[src/hw/lsu_pkg.sv]
// lsu shared package: widths, memory ops, request/result records and bus payloads
`default_nettype none

package lsu_pkg;

	localparam int XLEN       = 32;
	localparam int STRB_W     = XLEN / 8;
	localparam int MEM_WORDS  = 256;
	localparam int MEM_IDX_W  = $clog2(MEM_WORDS);
	localparam int FIFO_DEPTH = 2;
	localparam int FIFO_PTR_W = (FIFO_DEPTH > 1) ? $clog2(FIFO_DEPTH) : 1;
	localparam int FIFO_CNT_W = $clog2(FIFO_DEPTH + 1);

	typedef logic [XLEN-1:0]   addr_t;
	typedef logic [XLEN-3:0]   word_addr_t; // byte address without the lane bits
	typedef logic [XLEN-1:0]   data_t;
	typedef logic [STRB_W-1:0] strb_t;
	typedef logic [4:0]        reg_idx_t;
	typedef logic [1:0]        resp_t;

	localparam resp_t RESP_OKAY   = 2'b00;
	localparam resp_t RESP_SLVERR = 2'b10;

	typedef enum logic [2:0] {
		OP_LB,
		OP_LH,
		OP_LW,
		OP_LBU,
		OP_LHU,
		OP_SB,
		OP_SH,
		OP_SW
	} mem_op_e;

	// request as it comes from execute
	typedef struct packed {
		mem_op_e  op;
		addr_t    addr;
		data_t    wdata;
		reg_idx_t rd;
	} mem_req_t;

	// after lane formatting
	typedef struct packed {
		mem_op_e    op;
		word_addr_t word_addr;
		logic [1:0] offset;
		data_t      wdata;      // already shifted to its byte lane
		strb_t      strb;
		reg_idx_t   rd;
		logic       misaligned;
	} aligned_req_t;

	typedef struct packed {
		word_addr_t addr;
	} bus_addr_t;

	typedef struct packed {
		data_t data;
		strb_t strb;
	} bus_wdata_t;

	typedef struct packed {
		data_t data;
		resp_t resp;
	} bus_rdata_t;

	// data is zero for stores and for errors
	typedef struct packed {
		reg_idx_t rd;
		data_t    data;
		logic     is_load;
		logic     err;
	} lsu_result_t;

endpackage

`default_nettype wire

[src/hw/lsu_req_fifo.sv]
// lsu request queue: small circular buffer between formatter and bus master
`timescale 1ns/1ps
`default_nettype none

module lsu_req_fifo import lsu_pkg::*; (
	input  wire          clock,
	input  wire          rstn,
	input  aligned_req_t in_i,
	input  wire          in_valid_i,
	output logic         in_ready_o,
	output aligned_req_t out_o,
	output logic         out_valid_o,
	input  wire          out_ready_i
);

	aligned_req_t          mem [FIFO_DEPTH];
	logic [FIFO_PTR_W-1:0] wr_ptr;
	logic [FIFO_PTR_W-1:0] rd_ptr;
	logic [FIFO_CNT_W-1:0] count;
	logic                  full;
	logic                  push;
	logic                  pop;

	assign full        = (count == FIFO_CNT_W'(FIFO_DEPTH));
	assign out_valid_o = (count != '0);
	assign out_o       = mem[rd_ptr];

	// a full queue still takes a new entry when the head leaves
	assign in_ready_o = !full || out_ready_i;

	assign push = in_valid_i && in_ready_o;
	assign pop  = out_valid_o && out_ready_i;

	always_ff @(posedge clock) begin
		if (!rstn) begin
			wr_ptr <= '0;
			rd_ptr <= '0;
			count  <= '0;
		end else begin
			if (push) begin
				wr_ptr <= (wr_ptr == FIFO_PTR_W'(FIFO_DEPTH - 1)) ? '0 : wr_ptr + 1'b1;
			end
			if (pop) begin
				rd_ptr <= (rd_ptr == FIFO_PTR_W'(FIFO_DEPTH - 1)) ? '0 : rd_ptr + 1'b1;
			end
			case ({push, pop})
				2'b10:   count <= count + 1'b1;
				2'b01:   count <= count - 1'b1;
				default: count <= count;
			endcase
		end
	end

	always_ff @(posedge clock) begin
		if (push) begin
			mem[wr_ptr] <= in_i;
		end
	end

endmodule

`default_nettype wire

[config.mk]
export PLATFORM = sky130hd
export DESIGN_NAME = lsu_req_fifo
export DESIGN_NICKNAME = d
export VERILOG_FILES = /design/src/hw/lsu_pkg.sv /design/src/hw/lsu_req_fifo.sv
export SDC_FILE = /design/constraint.sdc
export NUM_CORES = 1
export LEC_CHECK = 0
export ABC_AREA = 1
export BUFFER_PORTS_ARGS = -buffer_cell sky130_fd_sc_hd__buf_4
export CORE_MARGIN = 3
export CORE_UTILIZATION = 47
export CTS_BUF_LIST = sky130_fd_sc_hd__clkbuf_16
export DETAILED_ROUTE_END_ITERATION = 6
export PLACE_DENSITY = 0.73
export SETUP_SLACK_MARGIN = 0.5
export SYNTH_ARGS = -nofsm -noshare
export SYNTH_HDL_FRONTEND = slang
export SYNTH_SLANG_ARGS = --single-unit
[constraint.sdc]
create_clock -name clock -period 4.1 [get_ports clock]
set_input_delay 0.41 -clock clock [delete_from_list [all_inputs] [get_ports clock]]
set_output_delay 0.41 -clock clock [all_outputs]
set_load 0.005 [all_outputs]
==> results_tabular.tex <==
\begin{tabular}{lr}
\hline
Metric & Value \\
\hline
\multicolumn{2}{l}{\textbf{Status}} \\
\quad Result of the run & completed \\
\multicolumn{2}{l}{\textbf{Finish}} \\
\quad Proportion of layout cells with a drive suffix above 1 & 0.586 \\
\quad Commonest non-fill, non-tap cell in the layout & sky130\_fd\_sc\_hd\_\_buf\_4 \\
\quad \# nets final & 533 \\
\quad Area grow syn2layout & 33.6\% \\
\quad Top library cells by usage in the layout, fill and taps aside & 164 x sky130\_fd\_sc\_hd\_\_buf\_4, 154 x sky130\_fd\_sc\_hd\_\_edfxtp\_1, 47 x sky130\_fd\_sc\_hd\_\_mux2\_2 \\
\quad Post-layout instance area & 7930 sq um \\
\quad Final Util & 0.652 \\
\quad Antenna diodes & 0 \\
\multicolumn{2}{l}{\textbf{Critical path}} \\
\quad Type of the worst setup path & reg -> out \\
\quad Delay contributed by the slowest stage of the critical path & approximately 0.66 ns \\
\quad Reg2reg path depth & 5 \\
\quad Crit Reg-Reg Endpoint & mem[1][72] \\
\quad Worst reg2reg startpoint & count[0] \\
\quad Endpoint kind of the worst setup timing path & output pin \\
\quad Highest-delay cell along the critical path & sky130\_fd\_sc\_hd\_\_dfxtp\_4 \\
\quad Most used cell, CP & sky130\_fd\_sc\_hd\_\_buf\_4 \\
\quad Maximum fanout along the worst path & 33 \\
\quad Required time at the endpoint of the critical path & roughly 3.7 ns \\
\quad CP Cell Sequence & buf\_4, mux2\_2, buf\_4 \\
\quad Arrival time of data at the critical path endpoint & around 2.1 ns \\
\quad End point of the critical path & out\_o[65] \\
\quad Kind of start point of the critical path & register \\
\quad Worst reg-to-reg setup slack & between 1.5 and 2 ns \\
\multicolumn{2}{l}{\textbf{Clock tree}} \\
\quad Setup fix buffers added after clock tree synthesis & 0 \\
\quad Clock sink total & 159 \\
\quad Buffer depth of the longest clock path & 2 \\
\quad TritonCTS clock tree & built \\
\quad Clock latency reported for the late side of the worst-skew pair & $\sim$0.4 ns \\
\quad Inserted Clock Buffers & 17 \\
\quad CTS Root Cell & sky130\_fd\_sc\_hd\_\_clkbuf\_16 \\
\quad Post-cts sizing count & 0 \\
\quad Quantity of hold-fixing buffers added after cts & 0 \\
\quad Clock-pin slew on the worst setup and hold paths & 0.06 ns \\
\quad H-tree lvl count & 4 \\
\multicolumn{2}{l}{\textbf{Synthesis}} \\
\quad Count of warnings emitted by yosys & 0 \\
\quad Number of nets in the synthesized netlist & between 300 and 400 \\
\quad Top cell type's share of synthesized area & 0.780 \\
\quad Top cell type by total area after synthesis & sky130\_fd\_sc\_hd\_\_edfxtp\_1 \\
\quad Synth cell types & 15 \\
\quad Share of the yosys chip area belonging to registers & 0.796 \\
\quad Cell Area, Synth & 5930 sq um \\
\quad Gate Count Post-Synth & 277 \\
\quad Leading cell types by total area after synthesis & sky130\_fd\_sc\_hd\_\_edfxtp\_1 78\%, sky130\_fd\_sc\_hd\_\_mux2\_2 8.9\%, sky130\_fd\_sc\_hd\_\_mux2\_4 7.6\% \\
\quad Register bit count reported by yosys & 159 \\
\quad Average size of a mapped cell & 21.4 sq um \\
\multicolumn{2}{l}{\textbf{Floorplanning}} \\
\quad Die boundary width & around 120 um \\
\quad Die area & 14,000 sq um \\
\quad Floorplan Core Area & about 12,000 sq um \\
\quad Y dimension of the die & roughly 120 um \\
\quad I/O Pins & 160 \\
\quad Starting Density & 0.488 \\
\quad Number of cell rows & 40 \\
\multicolumn{2}{l}{\textbf{Routing}} \\
\quad Detail Route Antenna Nets & 0 \\
\quad First-pass iteration count of the detailed router & 4 \\
\quad Met3 WL & $\sim$1.2 mm \\
\quad Total detailed-routing wirelength & approximately 11 mm \\
\quad Met1 WL & 4.09 mm \\
\quad Met2 wire length & between 5 and 6 mm \\
\quad Via density per instance & 4.82 \\
\quad Highest metal layer used by the detailed router & met4 \\
\quad Residual DRC & 0 \\
\quad Avg WL per Cell & around 17 um \\
\quad Iter 0 DRT Violations & between 150 and 200 \\
\quad Vias after detailed routing & slightly above 3,000 \\
\multicolumn{2}{l}{\textbf{Timing}} \\
\quad Worst-Margin Slew & roughly 1.0 ns \\
\quad Setup Total Neg Slack & 0 ns \\
\quad Final critical-path share of the clock period & 0.620 \\
\quad Post-Route Skew & roughly 0.0046 ns \\
\quad Post-route minimum period & around 2.5 ns \\
\quad Timing-limited maximum frequency & between 300 and 400 MHz \\
\quad Endpoints failing setup & 0 \\
\quad Final count of hold timing violations & 0 \\
\quad Worst hold slack after final layout & approximately 0.18 ns \\
\quad Count of pins over their slew limit & 0 \\
\quad Worst max-slew margin expressed relative to the limit & 0.331 \\
\quad Setup repair after global routing missed its margin & false \\
\multicolumn{2}{l}{\textbf{Worst hold path}} \\
\quad Hold crit path type & in -> reg \\
\multicolumn{2}{l}{\textbf{Global route}} \\
\quad Global-route wire length before repair & around 17 mm \\
\quad GR Overflow Total & 0 \\
\quad Vias in the first global route & between 3,000 and 4,000 \\
\quad Number of antenna violations at the first check in global routing & 0 \\
\quad Maximum number of pins on one net before global-route repair & 57 \\
\quad All-Layer GR Usage & 0.161 \\
\multicolumn{2}{l}{\textbf{Placement}} \\
\quad Half-perimeter wire length of the detailed placement result & roughly 7.3 mm \\
\quad Placer's final routability congestion estimate & $\sim$0.76 \\
\quad IO Port Bufs & between 150 and 200 \\
\quad Post-placement cell area & approximately 7300 sq um \\
\multicolumn{2}{l}{\textbf{Job}} \\
\quad Max\_cap viols & 0 \\
\multicolumn{2}{l}{\textbf{Power and ir drop}} \\
\quad Switching power total & 0.878 mW \\
\quad Part of the total power dissipated in the clock network & 0.389 \\
\quad Logic gate share of total power & 0.144 \\
\quad Leakage & about 3.1 nW \\
\quad Maximum ir drop on the vdd rail & around 0.00038 V \\
\quad Power density relative to cell area & 533 nW/um\^{}2 \\
\quad Cell-internal power & 3.35 mW \\
\quad Sequential cell fraction of total power & 0.467 \\
\quad Switching share of power & 0.208 \\
\quad Overall power of the completed layout & 4.23 mW \\
\hline
\end{tabular}
==> synth_stat cells <==
master                       n
sky130_fd_sc_hd__edfxtp_1  154
sky130_fd_sc_hd__mux2_2     47
sky130_fd_sc_hd__ha_1        1
sky130_fd_sc_hd__nand3_1     3
sky130_fd_sc_hd__inv_1       6
sky130_fd_sc_hd__nand2_1     8
sky130_fd_sc_hd__o21ai_0     1
sky130_fd_sc_hd__nor2_1      9
sky130_fd_sc_hd__nand4_1     1
sky130_fd_sc_hd__dfxtp_1     5
sky130_fd_sc_hd__a21oi_1     3
sky130_fd_sc_hd__buf_2       4
sky130_fd_sc_hd__buf_8       3
sky130_fd_sc_hd__mux2_4     30
sky130_fd_sc_hd__buf_6       2
==> sequential cells by signal (all words and copies together), names as in the netlist, named ones only <==
register	cells
mem	154
rd_ptr	1
wr_ptr	1
count	2
==> critical path, delay by kind of cell (launching register included) <==
family   cells  cell delay [ns]
flops        1             0.66
buf+inv      2             0.61
mux          1             0.41
==> kinds of logic (layout without fill, tap and decap cells) <==
kind of cell | count (synthesis) | after routing | share of synthesized area
AO/OA/AOI/OAI | 4 | 4 | 0.00337
adder cells (fa/ha/maj) | 1 | 1 | 0.00211
buffers and inverters | 15 | 202 | 0.0186
flip-flops | 159 | 159 | 0.796
multiplexers | 77 | 77 | 0.165
AND/OR/NAND/NOR | 21 | 21 | 0.0143
==> metrics by stage <==
step           std cells  setup slack [ns]
2_1_floorplan        277             0.987
3_3_place_gp         600              1.58
3_5_place_dp         600              1.45
4_1_cts              632              1.52
5_1_grt              632              1.43
6_report             632              1.56
==> routing by layer <==
metal  GRT usage  vias up
met3      0.0947       15
met2       0.263      116
met1       0.173     1486
met5           0        -
met4      0.0571        0
li1            -     1428
==> power by group through the flow <==
stage / clock, mW / sequential [mW] / combinational (mW)
after floorplan: 0 / 1.98 / 0.337
after global placement: 0 / 2.00 / 0.605
after detailed placement: 0 / 2.01 / 0.618
after CTS: 1.68 / 1.98 / 0.620
after global routing: 1.75 / 1.99 / 0.659
final: 1.64 / 1.97 / 0.608
==> worst min path at each step <==
stage	start	to	slack (ns)	cells after the start
after floorplan	rd_ptr	register	0.45	2
after global placement	rd_ptr	rd_ptr	0.48	2
after detailed placement	rd_ptr	register	0.49	2
after CTS	in_i[12]	mem[1][12]	0.16	1
after global routing	in_i[14]	mem[0][14]	0.15	1
final	in_i[12]	mem[0][12]	0.18	1
==> area by class of cell <==
cell class              instances  area [sq um]
multi-input cells             103          1100
clock inverters                15           203
clock buffers                  17           425
fillers                       856          4240
repair buffers                164          1230
well taps                     168           210
flip-flops and latches        159          4730
inverters                       6          23.8
Note: power is estimated with default switching activity, not from simulation.
