==> src/hw/lsu_pkg.sv <==
// lsu shared package: widths, memory ops, request/result records and bus payloads
`default_nettype none

package lsu_pkg;

	localparam int XLEN       = 32;
	localparam int STRB_W     = XLEN / 8;
	localparam int MEM_WORDS  = 256;
	localparam int MEM_IDX_W  = $clog2(MEM_WORDS);
	localparam int FIFO_DEPTH = 2;
	localparam int FIFO_PTR_W = (FIFO_DEPTH > 1) ? $clog2(FIFO_DEPTH) : 1;
	localparam int FIFO_CNT_W = $clog2(FIFO_DEPTH + 1);

	typedef logic [XLEN-1:0]   addr_t;
	typedef logic [XLEN-3:0]   word_addr_t; // byte address without the lane bits
	typedef logic [XLEN-1:0]   data_t;
	typedef logic [STRB_W-1:0] strb_t;
	typedef logic [4:0]        reg_idx_t;
	typedef logic [1:0]        resp_t;

	localparam resp_t RESP_OKAY   = 2'b00;
	localparam resp_t RESP_SLVERR = 2'b10;

	typedef enum logic [2:0] {
		OP_LB,
		OP_LH,
		OP_LW,
		OP_LBU,
		OP_LHU,
		OP_SB,
		OP_SH,
		OP_SW
	} mem_op_e;

	// request as it comes from execute
	typedef struct packed {
		mem_op_e  op;
		addr_t    addr;
		data_t    wdata;
		reg_idx_t rd;
	} mem_req_t;

	// after lane formatting
	typedef struct packed {
		mem_op_e    op;
		word_addr_t word_addr;
		logic [1:0] offset;
		data_t      wdata;      // already shifted to its byte lane
		strb_t      strb;
		reg_idx_t   rd;
		logic       misaligned;
	} aligned_req_t;

	typedef struct packed {
		word_addr_t addr;
	} bus_addr_t;

	typedef struct packed {
		data_t data;
		strb_t strb;
	} bus_wdata_t;

	typedef struct packed {
		data_t data;
		resp_t resp;
	} bus_rdata_t;

	// data is zero for stores and for errors
	typedef struct packed {
		reg_idx_t rd;
		data_t    data;
		logic     is_load;
		logic     err;
	} lsu_result_t;

endpackage

`default_nettype wire

==> src/hw/lsu_store_align.sv <==
// lsu request formatter: alignment check, store lane shift and byte strobes, one register stage
`timescale 1ns/1ps
`default_nettype none

module lsu_store_align import lsu_pkg::*; (
	input  wire          clock,
	input  wire          rstn,
	input  mem_req_t     req_i,
	input  wire          req_valid_i,
	output logic         req_ready_o,
	output aligned_req_t out_o,
	output logic         out_valid_o,
	input  wire          out_ready_i
);

	aligned_req_t fmt;
	logic [1:0]   offset;
	strb_t        base_strb;
	logic         misaligned;

	assign offset = req_i.addr[1:0];

	// halfwords need an even offset, words offset zero
	always_comb begin
		case (req_i.op)
			OP_LH, OP_LHU, OP_SH: misaligned = offset[0];
			OP_LW, OP_SW:         misaligned = |offset;
			default:              misaligned = 1'b0;
		endcase
	end

	// loads write nothing, so no strobe
	always_comb begin
		case (req_i.op)
			OP_SB:   base_strb = 4'b0001;
			OP_SH:   base_strb = 4'b0011;
			OP_SW:   base_strb = 4'b1111;
			default: base_strb = '0;
		endcase
	end

	always_comb begin
		fmt.op         = req_i.op;
		fmt.word_addr  = req_i.addr[XLEN-1:2];
		fmt.offset     = offset;
		fmt.wdata      = req_i.wdata << {offset, 3'b000}; // byte lanes
		fmt.strb       = base_strb << offset;
		fmt.rd         = req_i.rd;
		fmt.misaligned = misaligned;
	end

	// register empty or draining this cycle
	assign req_ready_o = !out_valid_o || out_ready_i;

	always_ff @(posedge clock) begin
		if (!rstn) begin
			out_valid_o <= 1'b0;
		end else if (req_ready_o) begin
			out_valid_o <= req_valid_i;
		end
	end

	always_ff @(posedge clock) begin
		if (req_valid_i && req_ready_o) begin
			out_o <= fmt;
		end
	end

endmodule

`default_nettype wire

==> config.mk <==
export PLATFORM = sky130hd
export DESIGN_NAME = lsu_store_align
export DESIGN_NICKNAME = d
export VERILOG_FILES = /design/src/hw/lsu_pkg.sv /design/src/hw/lsu_store_align.sv
export SDC_FILE = /design/constraint.sdc
export NUM_CORES = 1
export LEC_CHECK = 0
export ABC_AREA = 1
export BUFFER_PORTS_ARGS = -buffer_cell sky130_fd_sc_hd__buf_4
export CORE_MARGIN = 2
export CORE_UTILIZATION = 46
export DETAILED_ROUTE_END_ITERATION = 12
export PLACE_DENSITY = 0.92
export RECOVER_POWER = 50
export SLEW_MARGIN = 25
export SYNTH_ARGS = -nofsm -noshare
export SYNTH_HDL_FRONTEND = slang
export SYNTH_SLANG_ARGS = --single-unit
export TNS_END_PERCENT = 10
==> constraint.sdc <==
create_clock -name clock -period 5.1 [get_ports clock]
set_clock_uncertainty 0.05 [all_clocks]
set_input_delay 0.255 -clock clock [delete_from_list [all_inputs] [get_ports clock]]
set_output_delay 0.255 -clock clock [all_outputs]
set_load 0.05 [all_outputs]
==> summary.md, run 1 <==
| Metric | Value |
|---|---|
| Status | `finished with violations` |
| Violated checks | `capacitance limit, slew limit` |
| Area contributors post-synth | `edfxtp_1, nand2_1, o211ai_2, inv_1, and2_1` |
| Sequential area share after synthesis | `0.736` |
| Clk buf depth | `2` |
| CP startpoint kind | `primary input` |
| Synth top cells by count | `edfxtp_1, nand2_1, inv_1` |
| Distinct cells, synth | `18` |
| Cell internal pwr | `around 1100 µW` |
| WP data required | `roughly 5200 ps` |
| Via density | `slightly above 5` |
| Filler cells | `around 550` |
| Clock power share | `0.320` |
| Post-Syn Nets | `about 320` |
| HP Class | `in2reg` |
| Ys async rst share | `0` |
| CP Class | `in2reg` |
| # Post-CTS Setup Buffers | `0` |
| Largest family of logic cells by synthesized area | `simple AND/OR/NAND/NOR gates` |
| Die span in y | `~87 µm` |
| Period utilization | `0.582` |
| PD cells | `around 360 nW/µm²` |
| Synth Area in Simple Gates | `0.125` |
| Clock buffer count from CTS | `9` |
| Yosys top cell by area | `edfxtp_1` |
| Total of max-cap violations | `1` |
| Mux share of post-synthesis cell area | `0` |
| Starting Density | `0.471` |
| Routed via count | `2428` |
| PnR Total Power | `1580 µW` |
| Post-CTS resize count | `0` |
| DR iter-0 viols | `around 170` |
| H-tree Lvls | `3` |
| Final Hold Viols | `0` |
| Maximum vdd drop | `around 140 µV` |
| Synth Flop Type | `edfxtp_1` |
| PortBufs | `154` |
| Die area | `approximately 7600 µm²` |
| Switching Share | `0.295` |
| Rel. slew slack | `-0.425` |
| Final #Nets | `about 470` |
| Drt total wl | `8300 µm` |
| Post-route ant nets | `0` |
| Psw | `approximately 470 µW` |
| Global-route wire length before repair | `between 10000 and 15000 µm` |
| R2r setup slk | `around 3000 ps` |
| Synth Instances | `241` |
| Adder-Cell Fraction of Synth Area | `0` |
| Reg power frac | `0.486` |
| Hold Buf Count CTS | `0` |
| GRT Util Overall | `0.216` |
| CP Capture Point | `out_o[7]$_SDFFCE_PP0P_` |
| Worst Path Arrival | `around 3100 ps` |
| F_max | `about 340 MHz` |
| Setup TNS | `0 ps` |
| Initial antenna violation count | `0` |
| Unrepaired setup endpoints after global routing | `false` |
| DIE WIDTH | `a little under 90 µm` |
| Post-synth top area share | `0.730` |
| FF-to-FF path depth | `2` |
| Synthesis-stage register bit count | `between 70 and 80` |
| Max Slew Vio Count | `50` |
| # diodes | `0` |
| Reg-to-Reg Start | `out_valid_o$_SDFFE_PN0N_` |
| Number of remaining DRC errors | `0` |
| Compound-cell area share of the yosys netlist | `0.0774` |
| Fin util | `0.646` |
| Post-synthesis average cell area | `between 10 and 15 µm²` |
| Pin count of the biggest net entering global routing | `51` |
| EDFF count, synth | `77` |
| Drt first pass iters | `5` |
| Overflow after GRT | `0` |
| Setup violations, final | `0` |
| Root Driver | `clkbuf_8` |
| Io pins | `between 150 and 200` |
| Synthesized area | `3170 µm²` |
| Gpl congestion | `approximately 0.85` |
| WL/cell | `17.2 µm` |
| Area delta synth->final | `37.0%` |
| Logic pwr share | `0.193` |
| Num rows | `30` |
| Vias in the first global route | `2448` |
| Sink Count | `a little under 80` |
| Hpwl dp | `slightly above 6000 µm` |
| Most numerous cell in the Yosys netlist | `edfxtp_1` |
| Slew @ Worst Pin | `2140 ps` |
| CTS clock-pin slew for the worst setup and hold paths | `approximately 80 ps` |
| Layout cells sized above 1 | `0.306` |
| Xor/xnor share of the synthesized area | `0` |
| CP startpoint | `req_i[37]` |
| Clk Latency, worst-skew pair | `340 ps` |
| CTS tree | `done` |
| Tmin final | `roughly 3000 ps` |
| Crit Path Max Fanout | `between 40 and 50` |
| Crit end category | `register` |
| Leak Pwr | `roughly 0.0018 µW` |
| Total core area | `about 6700 µm²` |
| Reg2Reg Capture Point | `out_o[15]$_SDFFCE_PP0P_` |
| Synth warn | `0` |
-- through the flow --
stage          hold WS, ps  setup WS (ps)  cells  cell area (µm²)
4_1_cts               18.0           2900    482             4580
5_1_grt               36.9           1830    482             4340
6_report              56.1           2130    482             4340
3_3_place_gp           383           2960    466             4360
2_1_floorplan          304            200    241             3170
3_5_place_dp           385           2840    466             4360
-- routing by layer --
| metal | global-route usage | up-vias | wire, µm |
|---|---|---|---|
| met5 | 0 | - | 0 |
| li1 | - | 1133 | - |
| met4 | 0.0938 | 0 | 225 |
| met1 | 0.236 | 1138 | 2990 |
| met2 | 0.384 | 131 | 4380 |
| met3 | 0.0645 | 26 | 699 |
-- sequential cells by signal, indices dropped and copies added (netlist names) --
register and flops:
out_o 77, out_valid_o 1
-- how the worst min path moves through the flow --
stage	depth (start not counted)	from	slack, ps	end
final	1	req_i[48]	60	out_o[53]$_DFFE_PP_
after global routing	1	req_i[64]	40	out_o[69]$_DFFE_PP_
after CTS	1	req_i[62]	20	out_o[67]$_DFFE_PP_
after detailed placement	1	req_i[62]	380	out_o[67]$_DFFE_PP_
after global placement	1	req_i[41]	380	out_o[46]$_DFFE_PP_
after floorplan	0	req_i[0]	300	out_o[1]$_DFFE_PP_
-- layout by cell type, fill, tap and decap left out, drive strengths merged, types with 2 or more instances in the layout --
master and count:
a21oi 2, inv 30, nor2 11, o21ai 13
buf 60, nand3 5, clkbuf 105, edfxtp 77
and2 8, o211ai 13, nand2 71, bufinv 2
-- power groups by stage --
| stage | Clock (µW) | Sequential, µW | Combinational [µW] |
|---|---|---|---|
| 6_report | 506 | 769 | 306 |
| 5_1_grt | 541 | 773 | 322 |
| 4_1_cts | 519 | 770 | 334 |
| 3_5_place_dp | 0 | 784 | 334 |
| 3_3_place_gp | 0 | 782 | 325 |
| 2_1_floorplan | 0 | 929 | 64.8 |
-- critical path: stages --
cell and delay, ps:
clkbuf_1 1500, inv_1 730, o21ai_0 440, inv_1 70
nor2_1 90
-- cell families (layout without fill, tap and decap cells) --
kind of cell | count (synthesis) | after routing
and+or+nand+nor | 96 | 96
DFF | 78 | 78
buffers and inverters | 38 | 199
AOI/OAI and AO/OA | 29 | 29
-- cell type report --
class,instances,area [µm²],area share
Inverter,28,110,0.0254
Tap cell,80,100,0.0231
Timing Repair Buffer,155,935,0.215
Clock buffer,10,128,0.0294
Multi-Input combinational cell,125,641,0.148
Clock inverter,6,93.8,0.0216
Sequential cell,78,2330,0.537
Note: power is estimated with default switching activity, not from simulation.
==> run 2, diff against run 1 <==
- CORE_UTILIZATION: 46 -> 41
- PLACE_DENSITY: 0.92 -> 0.87
- clock period: 5.1 -> 2.4 ns (I/O delays scaled with it)
==> run 2 against run 1 <==
The run now ends clean. Critical path depth unchanged. Die area increased by 12%. Cell area increased by 9.5%. Wire length increased by 1.1%. Via count increased by 5.4%. Clock power increased by 120%. First-iteration DRC count decreased by 55%. Sequential power increased by 110%. Final cell count increased by 13%. Non-clock buffer count increased by 40. Power increased by 120%. Largest power group unchanged.
==> summary.md, run 2 (synthesized netlist as in run 1, its figures left out) <==
| Metric | Value |
|---|---|
| Final #Nets | `just over 500` |
| Reg with most FFs | `out_o` |
| FF-to-FF path depth | `2` |
| Total core area | `roughly 7600 µm²` |
| PortBufs | `about 150` |
| Initial antenna violation count | `0` |
| Cell internal pwr | `roughly 2400 µW` |
| Sink Count | `roughly 80` |
| Setup TNS | `0 ps` |
| Reg power frac | `0.475` |
| Number of flip-flops in the largest register | `77` |
| Most common cell after layout, fill and taps aside | `edfxtp_1` |
| Filler cells | `~670` |
| PD cells | `723 nW/µm²` |
| Area delta synth->final | `50.0%` |
| Psw | `about 1000 µW` |
| Biggest regs | `out_o: 77 flops, out_valid_o: 1 flops` |
| Leak Pwr | `roughly 0.0020 µW` |
| Post-route ant nets | `0` |
| CTS tree | `done` |
| HP Class | `in2reg` |
| Overflow after GRT | `0` |
| Most frequent cells in the layout | `edfxtp_1, nand2_1, buf_4, clkbuf_1, dlygate4sd3_1` |
| Io pins | `155` |
| WP data required | `~2500 ps` |
| Max Slew Vio Count | `0` |
| Maximum vdd drop | `about 330 µV` |
| Crit Path Max Fanout | `28` |
| GRT Util Overall | `0.198` |
| Die area | `~8400 µm²` |
| Clk Latency, worst-skew pair | `roughly 340 ps` |
| Slew @ Worst Pin | `around 1100 ps` |
| F_max | `~660 MHz` |
| Gpl congestion | `roughly 0.74` |
| Layout cells sized above 1 | `0.271` |
| Post-CTS resize count | `0` |
| DR iter-0 viols | `75` |
| Status | `complete, no violations` |
| Unrepaired setup endpoints after global routing | `false` |
| Clock power share | `0.322` |
| Tmin final | `about 1500 ps` |
| Drt first pass iters | `4` |
| Worst Path Arrival | `1640 ps` |
| Clock buffer count from CTS | `9` |
| Root Driver | `clkbuf_8` |
| Reg2Reg Capture Point | `out_o[7]$_SDFFCE_PP0P_` |
| Number of remaining DRC errors | `0` |
| Pin count of the biggest net entering global routing | `50` |
| Hold Startpoint | `req_i[7]` |
| DIE WIDTH | `around 90 µm` |
| Die span in y | `approximately 92 µm` |
| Logic pwr share | `0.203` |
| CP startpoint kind | `primary input` |
| Switching Share | `0.292` |
| CP Class | `in2reg` |
| Reg-to-Reg Start | `out_valid_o$_SDFFE_PN0N_` |
| Clk buf depth | `2` |
| # diodes | `0` |
| Period utilization | `0.627` |
| Routed via count | `2559` |
| PnR Total Power | `~3400 µW` |
| Final Instance Count excl. Fillers | `approximately 540` |
| Crit end category | `register` |
| Rel. slew slack | `0.290` |
| Placed Cells | `just under 500` |
| Drt total wl | `8390 µm` |
| Hpwl dp | `approximately 5400 µm` |
| WL/cell | `about 15 µm` |
| Setup violations, final | `0` |
| Register Area | `about 2300 µm²` |
| R2r setup slk | `around 950 ps` |
| Total of max-cap violations | `0` |
| Starting Density | `0.416` |
| Hold EP | `out_o[28]$_DFFE_PP_` |
| Multi-input logic area | `slightly above 600 µm²` |
| Hold-critical path depth | `3` |
| H-tree Lvls | `3` |
| Via density | `approximately 4.7` |
| Num rows | `32` |
| Final Hold Viols | `0` |
| Vias in the first global route | `approximately 2600` |
| Global-route wire length before repair | `12800 µm` |
| CTS clock-pin slew for the worst setup and hold paths | `80 ps` |
run 2: layer usage:
metal	wire [µm]	GRT usage
met1	3410	0.236
met2	4200	0.343
met3	717	0.0666
met4	63	0.0510
met5	0	0
run 2: metrics by stage:
step | hold WS (ps) | utilization | setup WS [ps] | instance area [µm²]
finish | 25.9 | 0.624 | 896 | 4750
global route | 18.5 | 0.624 | 759 | 4750
CTS | 8.51 | 0.659 | 952 | 5010
detailed placement | 249 | 0.578 | 812 | 4390
global placement | 248 | 0.578 | 894 | 4390
floorplan | 169 | - | 52.9 | 3180
run 2: final cells by class:
cell class	instances	area share
multi-input cells	125	0.129
inverters	28	0.0232
repair buffers	195	0.281
clock inverters	6	0.0195
flip-flops and latches	78	0.491
clock buffers	10	0.0290
well taps	102	0.0269
run 2: worst max-delay path by stage:
stage	from	end	slack, ps
2_1_floorplan	out_valid_o$_SDFFE_PN0N_	out_o[0]$_SDFFCE_PN0P_	50
3_3_place_gp	req_i[37]	out_o[7]$_SDFFCE_PP0P_	890
3_5_place_dp	req_i[37]	out_o[7]$_SDFFCE_PP0P_	810
4_1_cts	out_valid_o$_SDFFE_PN0N_	out_o[0]$_SDFFCE_PN0P_	950
5_1_grt	req_i[38]	out_o[27]$_DFFE_PP_	760
6_report	req_i[38]	out_o[26]$_DFFE_PP_	900
run 2: power by group through the flow:
stage,logic [µW],registers (µW),clock network (µW)
global placement,692,1660,0
floorplan,139,1970,0
detailed placement,706,1660,0
global route,736,1640,1190
finish,696,1630,1110
CTS,759,1630,1140
run 2: what timing repair did:
item | in CTS | in global routing
setup buffers | 0 | 0
endpoints found under the hold margin | 39 | 0
hold buffers | 39 | 0
run 2: worst max-delay path, stage by stage:
cell and delay [ps]:
clkbuf_1 770, inv_6 250, nor2_4 260, inv_1 110
o21ai_1 130
