==> config.mk <==
export PLATFORM = sky130hd
export DESIGN_NAME = lsu_axi_master
export DESIGN_NICKNAME = d
export VERILOG_FILES = /design/src/hw/lsu_pkg.sv /design/src/hw/lsu_axi_master.sv
export SDC_FILE = /design/constraint.sdc
export NUM_CORES = 1
export LEC_CHECK = 0
export BUFFER_PORTS_ARGS = -buffer_cell sky130_fd_sc_hd__buf_2
export CORE_MARGIN = 2
export CORE_UTILIZATION = 38
export CTS_CLUSTER_DIAMETER = 100
export CTS_CLUSTER_SIZE = 20
export DETAILED_ROUTE_END_ITERATION = 8
export PLACE_DENSITY = 0.71
export SLEW_MARGIN = 20
export SYNTH_ARGS = -nofsm -noshare
export SYNTH_HDL_FRONTEND = slang
export SYNTH_SLANG_ARGS = --single-unit
==> constraint.sdc <==
create_clock -name clock -period 3.3 [get_ports clock]
set_clock_uncertainty 0.2 [all_clocks]
set_input_delay 0 -clock clock [delete_from_list [all_inputs] [get_ports clock]]
set_output_delay 0 -clock clock [all_outputs]
set_load 0.02 [all_outputs]
==> src/hw/lsu_pkg.sv <==
// lsu shared package: widths, memory ops, request/result records and bus payloads
`default_nettype none

package lsu_pkg;

	localparam int XLEN       = 32;
	localparam int STRB_W     = XLEN / 8;
	localparam int MEM_WORDS  = 256;
	localparam int MEM_IDX_W  = $clog2(MEM_WORDS);
	localparam int FIFO_DEPTH = 2;
	localparam int FIFO_PTR_W = (FIFO_DEPTH > 1) ? $clog2(FIFO_DEPTH) : 1;
	localparam int FIFO_CNT_W = $clog2(FIFO_DEPTH + 1);

	typedef logic [XLEN-1:0]   addr_t;
	typedef logic [XLEN-3:0]   word_addr_t; // byte address without the lane bits
	typedef logic [XLEN-1:0]   data_t;
	typedef logic [STRB_W-1:0] strb_t;
	typedef logic [4:0]        reg_idx_t;
	typedef logic [1:0]        resp_t;

	localparam resp_t RESP_OKAY   = 2'b00;
	localparam resp_t RESP_SLVERR = 2'b10;

	typedef enum logic [2:0] {
		OP_LB,
		OP_LH,
		OP_LW,
		OP_LBU,
		OP_LHU,
		OP_SB,
		OP_SH,
		OP_SW
	} mem_op_e;

	// request as it comes from execute
	typedef struct packed {
		mem_op_e  op;
		addr_t    addr;
		data_t    wdata;
		reg_idx_t rd;
	} mem_req_t;

	// after lane formatting
	typedef struct packed {
		mem_op_e    op;
		word_addr_t word_addr;
		logic [1:0] offset;
		data_t      wdata;      // already shifted to its byte lane
		strb_t      strb;
		reg_idx_t   rd;
		logic       misaligned;
	} aligned_req_t;

	typedef struct packed {
		word_addr_t addr;
	} bus_addr_t;

	typedef struct packed {
		data_t data;
		strb_t strb;
	} bus_wdata_t;

	typedef struct packed {
		data_t data;
		resp_t resp;
	} bus_rdata_t;

	// data is zero for stores and for errors
	typedef struct packed {
		reg_idx_t rd;
		data_t    data;
		logic     is_load;
		logic     err;
	} lsu_result_t;

endpackage

`default_nettype wire

==> src/hw/lsu_axi_master.sv <==
// lsu bus master: runs one queued request on the AXI-lite channels and builds its result
`timescale 1ns/1ps
`default_nettype none

module lsu_axi_master import lsu_pkg::*; (
	input  wire          clock,
	input  wire          rstn,
	input  aligned_req_t req_i,
	input  wire          req_valid_i,
	output logic         req_ready_o,
	output bus_addr_t    ar_o,
	output logic         ar_valid_o,
	input  wire          ar_ready_i,
	output bus_addr_t    aw_o,
	output logic         aw_valid_o,
	input  wire          aw_ready_i,
	output bus_wdata_t   w_o,
	output logic         w_valid_o,
	input  wire          w_ready_i,
	input  bus_rdata_t   r_i,
	input  wire          r_valid_i,
	output logic         r_ready_o,
	input  resp_t        b_resp_i,
	input  wire          b_valid_i,
	output logic         b_ready_o,
	output lsu_result_t  result_o,
	output logic         result_valid_o,
	input  wire          result_ready_i
);

	typedef enum logic [1:0] {
		IDLE,
		ADDR,
		RESP,
		DONE
	} state_e;

	state_e       state, state_nxt;
	aligned_req_t req_q;
	logic         is_load;
	logic         aw_done;  // AW accepted, W may still be pending
	logic         w_done;
	logic         pop;
	logic         aw_hs, w_hs, ar_hs, r_hs, b_hs;
	logic         wr_sent;
	data_t        lane;
	data_t        load_data;

	function automatic logic is_load_op(mem_op_e op);
		return op inside {OP_LB, OP_LH, OP_LW, OP_LBU, OP_LHU};
	endfunction

	assign is_load = is_load_op(req_q.op);

	assign req_ready_o    = (state == IDLE);
	assign result_valid_o = (state == DONE);
	assign pop            = req_valid_i && req_ready_o;

	assign ar_valid_o = (state == ADDR) && is_load;
	assign aw_valid_o = (state == ADDR) && !is_load && !aw_done;
	assign w_valid_o  = (state == ADDR) && !is_load && !w_done;
	assign r_ready_o  = (state == RESP) && is_load;
	assign b_ready_o  = (state == RESP) && !is_load;

	assign ar_o.addr = req_q.word_addr;
	assign aw_o.addr = req_q.word_addr;
	assign w_o.data  = req_q.wdata;
	assign w_o.strb  = req_q.strb;

	assign ar_hs = ar_valid_o && ar_ready_i;
	assign aw_hs = aw_valid_o && aw_ready_i;
	assign w_hs  = w_valid_o && w_ready_i;
	assign r_hs  = r_valid_i && r_ready_o;
	assign b_hs  = b_valid_i && b_ready_o;

	// both halves of the store delivered, in whatever order
	assign wr_sent = (aw_done || aw_hs) && (w_done || w_hs);

	always_comb begin
		state_nxt = state;
		case (state)
			IDLE: if (pop) state_nxt = req_i.misaligned ? DONE : ADDR;
			ADDR: if (is_load ? ar_hs : wr_sent) state_nxt = RESP;
			RESP: if (r_hs || b_hs) state_nxt = DONE;
			DONE: if (result_ready_i) state_nxt = IDLE;
			default: state_nxt = IDLE;
		endcase
	end

	always_ff @(posedge clock) begin
		if (!rstn) begin
			state   <= IDLE;
			aw_done <= 1'b0;
			w_done  <= 1'b0;
		end else begin
			state <= state_nxt;
			if (pop) begin
				aw_done <= 1'b0;
				w_done  <= 1'b0;
			end else begin
				if (aw_hs) aw_done <= 1'b1;
				if (w_hs)  w_done  <= 1'b1;
			end
		end
	end

	always_ff @(posedge clock) begin
		if (pop) begin
			req_q <= req_i;
		end
	end

	// bring the addressed lane down to bit 0, then extend by op
	always_comb begin
		lane = r_i.data >> {req_q.offset, 3'b000};
		case (req_q.op)
			OP_LB:   load_data = {{(XLEN-8){lane[7]}}, lane[7:0]};
			OP_LBU:  load_data = {{(XLEN-8){1'b0}}, lane[7:0]};
			OP_LH:   load_data = {{(XLEN-16){lane[15]}}, lane[15:0]};
			OP_LHU:  load_data = {{(XLEN-16){1'b0}}, lane[15:0]};
			default: load_data = lane;
		endcase
	end

	always_ff @(posedge clock) begin
		if (pop && req_i.misaligned) begin
			result_o.rd      <= req_i.rd;
			result_o.data    <= '0;
			result_o.is_load <= is_load_op(req_i.op);
			result_o.err     <= 1'b1; // never reaches the bus
		end else if (r_hs) begin
			result_o.rd      <= req_q.rd;
			result_o.data    <= (r_i.resp == RESP_OKAY) ? load_data : '0;
			result_o.is_load <= 1'b1;
			result_o.err     <= (r_i.resp != RESP_OKAY);
		end else if (b_hs) begin
			result_o.rd      <= req_q.rd;
			result_o.data    <= '0;
			result_o.is_load <= 1'b0;
			result_o.err     <= (b_resp_i != RESP_OKAY);
		end
	end

endmodule

`default_nettype wire

==> impl_summary.log, run 1 <==
[metrics] total inserted antenna cells: 0
[metrics] most common cell in the netlist: buf_4
[metrics] antenna violations before repair: 0
[metrics] via count of the first global-routing pass: 4175
[metrics] remaining global-route overflow: 0
[metrics] number of nets in the synthesized netlist: 519
[metrics] per-cell routed wire length: 16.71 um
[metrics] port bufs: 263
[metrics] Clock Sink Count: 119
[metrics] die boundary width: approximately 120 um
[metrics] Area Growth Syn to Fin: 50.62%
[metrics] parity-gate share of the synthesized area counting xor and xnor cells: 0.001667
[metrics] synth unique cells: 38
[metrics] post-CTS clock slew at the launch and capture registers of the worst setup and hold paths: 60 ps
[metrics] number of CTS-inserted buffers: 17
[metrics] final setup TNS: 0 ps
[metrics] core area: 0.01335 mm2
[metrics] first-pass GRT wire length: roughly 22000 um
[metrics] insertion delay of the later-clocked pin in the worst-skew pair: around 410 ps
[metrics] Commonest cells post-synth: 97 x buf_4, 82 x edfxtp_1, 37 x dfxtp_1
[metrics] number of cells produced by synthesis: 393
[metrics] Via-to-Cell Ratio: 4.749
[metrics] largest driver fanout on the critical path: 3
[metrics] Worst Setup End Kind: flop
[metrics] adder and majority gate portion of the synthesized area: 0.009528
[metrics] async set-or-reset flop fraction in the synthesized netlist: 0
[metrics] share of the synthesized area in the top cell type: 0.4688
[metrics] post-route fraction of the period consumed by the critical path: 0.9580
[metrics] launching element type of the critical path: flop
[metrics] Achievable Freq: around 320 MHz
[metrics] required time of the critical path: 3450 ps
[metrics] core occupancy in the finished layout: 0.5927
[metrics] die height: 121.6 um
[metrics] first drt pass iteration count: 5
[metrics] largest buffer count on any clock path: 2
[metrics] HPWL Detailed: 9684 um
[metrics] transition time at the pin with the least slew margin: 628.1 ps
[metrics] DRT iter0 DRCs: 262
[metrics] multiplexer fraction of the synthesized cell area: 0.05074
[metrics] std cell rows: 42
[metrics] wirelength, routed: 14790 um
[metrics] initial core utilization: 0.3935
[metrics] power per unit of standard cell area: 704.4 mW/mm2
[metrics] Ports: 264
[metrics] htree depth: 4
[metrics] via count of the routed design: 4203
[metrics] Hold Path Class: primary input to flop
[metrics] synthesized-area fraction occupied by ao, oa, aoi and oai cells: 0.1084
[metrics] CTS tree: yes
[metrics] commonest register cell after synthesis: edfxtp_1
[metrics] number of flip-flops and latches in the synthesized netlist: around 120
[metrics] combined area of all synthesized cells: 0.005253 mm2
[metrics] final routed DRC violation total: 0
[metrics] headroom to the max-slew limit: 0.5804
[metrics] outcome: finished clean
[metrics] largest cells by area after synthesis: edfxtp_1 47%, dfxtp_1 14%, buf_4 14%
[metrics] final hold vios: 0
[metrics] critical setup path kind: flop to flop
[metrics] main combinational cell family by area after synthesis: buffers and inverters
[metrics] sequential fraction of the synthesis area: 0.6098
[metrics] clock root buffer: clkbuf_16
[metrics] VDD IR max: 0.5053 mV
[metrics] max-slew violation count: 0
[metrics] pin count of the biggest net entering global routing: 40
[metrics] final-stage net count: 822
[metrics] post-route ant nets: 0
[metrics] number of violations of the max-capacitance limit: 0
[metrics] GRT Total Usage: 0.1967
[metrics] post-synthesis share of cell area spent on and, or, nand and nor gates: 0.06408
[metrics] Post-CTS Repair Setup Buffers: 0
[metrics] fraction of final layout cells sized beyond drive strength 1: 0.4513
[metrics] RSZ-0062 raised after global routing: no
[metrics] Die Outline Area: around 0.015 mm2
[metrics] Final Wtd Congestion: 0.8530
[metrics] leading area contributor after synthesis: edfxtp_1
[metrics] YS warnings: 0
[metrics] minimum clock period: 3161 ps
[metrics] data arrival at the endpoint of the critical path: 3310 ps
[metrics] final number of setup-violating endpoints: 0
[metrics] synthesized area per cell: between 10 and 15 um2
[metrics] number of flops mapped to enable cells by yosys: 82
[metrics] fill count: 1042
[metrics] static leakage power: 3.559 nW
==> critical path, stage by stage (launching register included) <==
cell and delay [ps]:
dfxtp_2 330, ha_1 210, nor2b_1 150, a21oi_1 110
dlygate4sd3_1 570, nand3_1 90, dlygate4sd3_1 590, a221oi_2 260
dlygate4sd3_1 590
==> per-stage QoR <==
stage	total power, W	instances	hold WS (ps)	setup WS, ps	cell area [um2]
2_1_floorplan	0.003263	393	-101.1	56.05	5253
3_3_place_gp	0.003481	727	-23.59	954.2	6045
3_5_place_dp	0.003519	727	-21.89	797.4	6045
4_1_cts	0.005596	885	72.09	59.66	7900
5_1_grt	0.005823	885	81.42	7.007	7911
6_report	0.005573	885	93.35	138.7	7911
==> logic make-up after synthesis <==
kind of cell | Yosys count
buf+inv | 115
compound gates | 70
xor+xnor | 1
fa+ha+maj | 4
mux | 25
simple gates | 59
flops | 119
==> placed cells by master, fill, tap and decap left out, types with 4 or more instances in the layout <==
| cell | n |
|---|---|
| dfxtp_1 | 35 |
| mux2i_1 | 12 |
| inv_1 | 5 |
| bufinv_16 | 4 |
| a221o_1 | 16 |
| dlygate4sd3_1 | 126 |
| clkinv_2 | 6 |
| a211o_1 | 8 |
| a22o_1 | 8 |
| mux2_2 | 13 |
| a21oi_1 | 9 |
| nor2_1 | 16 |
| o21ai_0 | 10 |
| nor2b_1 | 11 |
| a32o_1 | 8 |
| edfxtp_1 | 82 |
| nand2_1 | 14 |
| buf_2 | 263 |
| clkbuf_16 | 17 |
| buf_4 | 4 |
==> layout make-up <==
cell class                 count  area (um2)  area share
multi-input combinational    159        1245      0.1574
clock buffer                  20       436.7     0.05520
clock inverter                12       157.7     0.01993
timing repair buffer         394        2628      0.3321
inverter                       5       18.77    0.002372
tap                          176       220.2     0.02783
sequential                   119        3206      0.4052
==> layer usage <==
metal | GRT usage | vias to the layer above | part of all wire
li1 | - | 1965 | -
met1 | 0.2110 | 1985 | 0.38
met2 | 0.3536 | 231 | 0.52
met3 | 0.07022 | 22 | 0.088
met4 | 0.07687 | 0 | 0.017
met5 | 0 | - | 0
==> state kept, by name, summed over array words and instances, names as in the netlist <==
register  count
w_o          36
result_o     39
w_done        1
req_q        10
ar_o         30
state         2
aw_done       1
==> path summary, 6_finish.rpt <==
kind / start / depth (start not counted) / slack [ps] / end
max: state[0] / 8 / 140 / state[1]
min reg2reg: result_o[11] / 1 / 280 / result_o[11]
min: req_i[43] / 2 / 90 / req_q[43]
max reg2reg: state[0] / 8 / 140 / state[1]
==> report_power, final <==
group          internal (W)  switching, W  leakage [nW]  total [W]
Combinational      0.000631      0.000996          2.19    0.00163
Clock               0.00125      0.000628         0.296    0.00188
Sequential          0.00194      0.000128          1.08    0.00207
==> repair_timing <==
action | 4_1_cts | 5_1_grt
gates resized for setup | 0 | 4
endpoints found under the setup margin | 0 | 1
hold endpoints to repair | 119 | 0
hold buffers | 126 | 0
Power figures use the tool's default switching activity.
==> inputs of run 2 (changes only) <==
ABC_AREA = 1   (was not set)
==> run 2 against run 1 <==
Against the previous run: worst hold slack got worse by 6.0 ps; clock power fell by 3%; wire length increased by 10%; maximum frequency increased by 1.6%; die area up 3.9%; synthesized cell count is 37% higher; setup slack improved by 48 ps; largest cell class unchanged; highest routed layer unchanged.
==> impl_summary.log, run 2 <==
[metrics] outcome: finished clean (unchanged)
[metrics] first-pass GRT wire length: 23670 um (was 21620 um)
[metrics] FF-to-FF Start: req_q[42] (was state[0])
[metrics] total inserted antenna cells: 0 (unchanged)
[metrics] port bufs: 263 (unchanged)
[metrics] post-placement setup slack: 935.5 ps (was 797.4 ps)
[metrics] antenna violations before repair: 0 (unchanged)
[metrics] commonest non-fill, non-tap cells in the layout: 263 x buf_2, 145 x dlygate4sd3_1, 139 x nand2_1, 82 x edfxtp_1, 52 x o21ai_0 (was 263 x buf_2, 126 x dlygate4sd3_1, 82 x edfxtp_1, 35 x dfxtp_1, 17 x clkbuf_16)
[metrics] internal power of the cells: 0.003797 W (was 0.003821 W)
[metrics] busiest layer in global routing: met2 (unchanged)
[metrics] critical setup path kind: flop to flop (unchanged)
[metrics] max FFs per register: 39 (unchanged)
[metrics] max-slew violation count: 0 (unchanged)
[metrics] Clock Sink Count: 119 (unchanged)
[metrics] Worst Setup End Kind: flop (unchanged)
[metrics] combined area of all synthesized cells: 0.005463 mm2 (was 0.005253 mm2)
[metrics] number of nets in the synthesized netlist: 665 (was 519)
[metrics] cell depth of the worst flop-to-flop path: 10 (was 8)
[metrics] final hold vios: 0 (unchanged)
[metrics] worst setup path start: req_q[42] (was state[0])
[metrics] Logic pwr share: 0.324 (was 0.292)
[metrics] fraction of final layout cells sized beyond drive strength 1: 0.3576 (was 0.4513)
[metrics] final setup TNS: 0 ps (unchanged)
[metrics] post-CTS clock slew at the launch and capture registers of the worst setup and hold paths: 50 ps (was 60 ps)
[metrics] power share of the clock group: 0.316 (was 0.336)
[metrics] final number of setup-violating endpoints: 0 (unchanged)
[metrics] die boundary width: 123.9 um (was 121.6 um)
[metrics] minimum clock period: 3113 ps (was 3161 ps)
[metrics] post-route ant nets: 0 (unchanged)
[metrics] combined area of the multi-input logic cells: 0.001308 mm2 (was 0.001245 mm2)
[metrics] number of CTS-inserted buffers: 17 (unchanged)
[metrics] launching element type of the critical path: flop (unchanged)
[metrics] Area Growth Syn to Fin: 51.15% (was 50.62%)
[metrics] parity-gate share of the synthesized area counting xor and xnor cells: 0 (was 0.001667)
[metrics] std cell rows: 43 (was 42)
[metrics] Hold Path Class: primary input to flop (unchanged)
[metrics] number of cells produced by synthesis: 539 (was 393)
[metrics] RSZ-0062 raised after global routing: no (unchanged)
[metrics] main combinational cell family by area after synthesis: buffers and inverters (unchanged)
[metrics] met1 track utilization from global routing: 0.2142 (was 0.2110)
[metrics] synthesized area per cell: 10.13 um2 (was 13.37 um2)
[metrics] first drt pass iteration count: 5 (unchanged)
[metrics] Commonest cells post-synth: 139 x nand2_1, 96 x buf_4, 82 x edfxtp_1 (was 97 x buf_4, 82 x edfxtp_1, 37 x dfxtp_1)
[metrics] GRT Total Usage: 0.2083 (was 0.1967)
[metrics] post-route fraction of the period consumed by the critical path: 0.9433 (was 0.9580)
[metrics] final-stage net count: 981 (was 822)
[metrics] commonest register cell after synthesis: edfxtp_1 (unchanged)
[metrics] DRT iter0 DRCs: 280 (was 262)
[metrics] async set-or-reset flop fraction in the synthesized netlist: 0 (unchanged)
[metrics] final routed DRC violation total: 0 (unchanged)
[metrics] YS warnings: 0 (unchanged)
[metrics] transition time at the pin with the least slew margin: 526.5 ps (was 628.1 ps)
[metrics] initial core utilization: 0.3905 (was 0.3935)
[metrics] number of flops mapped to enable cells by yosys: 82 (unchanged)
[metrics] leading area contributor after synthesis: edfxtp_1 (unchanged)
[metrics] max incr delay on CP: 580 ps (was 590 ps)
[metrics] adder and majority gate portion of the synthesized area: 0.009162 (was 0.009528)
[metrics] remaining global-route overflow: 0 (unchanged)
[metrics] Critical Path Slowest Stage Cell: dlygate4sd3_1 (unchanged)
[metrics] Setup crit end: result_o[33] (was state[1])
[metrics] data arrival at the endpoint of the critical path: 3260 ps (was 3310 ps)
[metrics] top register by number of flip-flops: result_o (unchanged)
[metrics] HPWL Detailed: 10350 um (was 9684 um)
[metrics] sequential standard cell area: 0.003203 mm2 (was 0.003206 mm2)
[metrics] Achievable Freq: 321.2 MHz (was 316.3 MHz)
[metrics] wirelength, routed: 16280 um (was 14790 um)
[metrics] Die Outline Area: 0.01535 mm2 (was 0.01478 mm2)
[metrics] post-synthesis share of cell area spent on and, or, nand and nor gates: 0.1484 (was 0.06408)
[metrics] Post-CTS Repair Setup Buffers: 0 (unchanged)
[metrics] per-cell routed wire length: 15.55 um (was 16.71 um)
[metrics] Global Route met2 Usage: 0.3911 (was 0.3536)
[metrics] htree depth: 4 (unchanged)
[metrics] sequential fraction of the synthesis area: 0.5863 (was 0.6098)
[metrics] setup slack on the worst flop-to-flop path: 190 ps (was 140 ps)
[metrics] most common cell in the netlist: nand2_1 (was buf_4)
[metrics] met3 GRT Util: 0.05952 (was 0.07022)
[metrics] largest driver fanout on the critical path: 26 (was 3)
[metrics] share of the synthesized area in the top cell type: 0.4508 (was 0.4688)
[metrics] insertion delay of the later-clocked pin in the worst-skew pair: 410 ps (about the same)
[metrics] CTS tree: yes (unchanged)
[metrics] core area: 0.01399 mm2 (was 0.01335 mm2)
[metrics] fill count: 1196 (was 1042)
[metrics] number of violations of the max-capacitance limit: 0 (unchanged)
[metrics] Ports: 264 (unchanged)
[metrics] synthesized-area fraction occupied by ao, oa, aoi and oai cells: 0.06848 (was 0.1084)
[metrics] headroom to the max-slew limit: 0.6485 (was 0.5804)
[metrics] die height: 123.9 um (was 121.6 um)
[metrics] static leakage power: 3.878 nW (was 3.559 nW)
[metrics] most frequent standard cell in the layout excluding fill and tap cells: buf_2 (unchanged)
[metrics] ordered list of cells on the worst path: buf_4, inv_4, nand2_1, nand3_1, nand3_2, nand3_2, nand3_1, dlygate4sd3_1, a21oi_1, dlygate4sd3_1 (was ha_1, nor2b_1, a21oi_1, dlygate4sd3_1, nand3_1, dlygate4sd3_1, a221oi_2, dlygate4sd3_1)
[metrics] Via-to-Cell Ratio: 4.580 (was 4.749)
[metrics] clock root buffer: clkbuf_16 (unchanged)
[metrics] pin count of the biggest net entering global routing: 52 (was 40)
[metrics] VDD IR max: 0.3304 mV (was 0.5053 mV)
[metrics] largest cells by area after synthesis: edfxtp_1 45%, dfxtp_1 14%, buf_4 13% (was edfxtp_1 47%, dfxtp_1 14%, buf_4 14%)
[metrics] power per unit of standard cell area: 698.6 mW/mm2 (was 704.4 mW/mm2)
[metrics] Sw Pwr: 0.001971 W (was 0.001752 W)
[metrics] Final Wtd Congestion: 0.8563 (was 0.8530)
[metrics] proportion of power drawn by flip-flops and latches: 0.360 (was 0.372)
[metrics] via count of the routed design: 4795 (was 4203)
[metrics] required time of the critical path: 3450 ps (about the same)
[metrics] end of the worst register-to-register path: result_o[33] (was state[1])
[metrics] number of flip-flops and latches in the synthesized netlist: 119 (unchanged)
[metrics] largest buffer count on any clock path: 2 (unchanged)
[metrics] via count of the first global-routing pass: 4739 (was 4175)
[metrics] sw frac: 0.3417 (was 0.3144)
[metrics] synth unique cells: 28 (was 38)
[metrics] multiplexer fraction of the synthesized cell area: 0.01283 (was 0.05074)
[metrics] final worst slack: 187.1 ps (was 138.7 ps)
## run 2: cell count changes in the layout (fill, tap and decap cells not counted), sizes merged, moves of 16 or more
cell,previous run,this run
nand2,14,141
o21ai,11,58
inv,5,31
nand3,3,29
dlygate4sd3,126,145
a221o,16,0
## run 2: worst min-delay path by stage
| stage | cells after the start | slack (ps) | start | to |
|---|---|---|---|---|
| global placement | 1 | -20 | req_i[40] | w_o[34] |
| CTS | 7 | 50 | r_i[17] | result_o[10] |
| global route | 2 | 80 | req_i[40] | w_o[34] |
| finish | 7 | 90 | r_i[17] | result_o[10] |
| floorplan | 0 | -100 | req_i[44] | ar_o[0] |
| detailed placement | 1 | -20 | req_i[51] | ar_o[7] |
## run 2: metrics by stage
step	hold WS [ps]	instances	util	power (W)	area [um2]
floorplan	-101.1	539	-	0.003422	5463
global placement	-23.29	871	0.4443	0.003663	6215
detailed placement	-21.86	871	0.4443	0.003690	6215
CTS	50.26	1047	0.5899	0.005757	8252
global route	82.13	1047	0.5903	0.006060	8257
finish	87.35	1047	0.5903	0.005768	8257
## run 2: repair_timing
item | 4_1_cts | 5_1_grt
hold endpoints to repair | 119 | 8
gates resized for setup | 0 | 3
endpoints found under the setup margin | 0 | 2
hold buffers | 145 | 1
## run 2: layout make-up
class                           count  share of cell area
Multi-Input combinational cell    273              0.1584
Sequential cell                   119              0.3879
Inverter                           33             0.01606
Tap cell                          180             0.02728
Timing Repair Buffer              411              0.3394
Clock buffer                       17             0.05152
Clock inverter                     14             0.01940
## run 2: worst max-delay path, delay by kind of cell (launching register included)
kind	cells	cell delay (ps)
AND/OR/NAND/NOR	5	800
AO/OA/AOI/OAI	1	110
buffers and inverters	4	1570
flip-flops	1	360
## run 2: power groups by stage
stage | clock, W | sequential (W) | combinational [W]
CTS | 0.00185 | 0.00207 | 0.00183
finish | 0.00182 | 0.00208 | 0.00187
floorplan | 0 | 0.00218 | 0.00124
global route | 0.00192 | 0.00211 | 0.00203
global placement | 0 | 0.00209 | 0.00157
detailed placement | 0 | 0.00210 | 0.00159
## run 2: logic make-up (layout without fill, tap and decap cells)
group,after synthesis,after routing
adder cells (fa/ha/maj),4,4
multiplexers,7,7
buffers and inverters,147,475
AO/OA/AOI/OAI,72,72
flip-flops,119,119
AND/OR/NAND/NOR,190,190
## run 2: metal layers
metal  vias up  wire [um]
met5         -          0
met4         0        440
met3        47       1145
met2       243       8742
met1      2176       5955
li1       2329          -
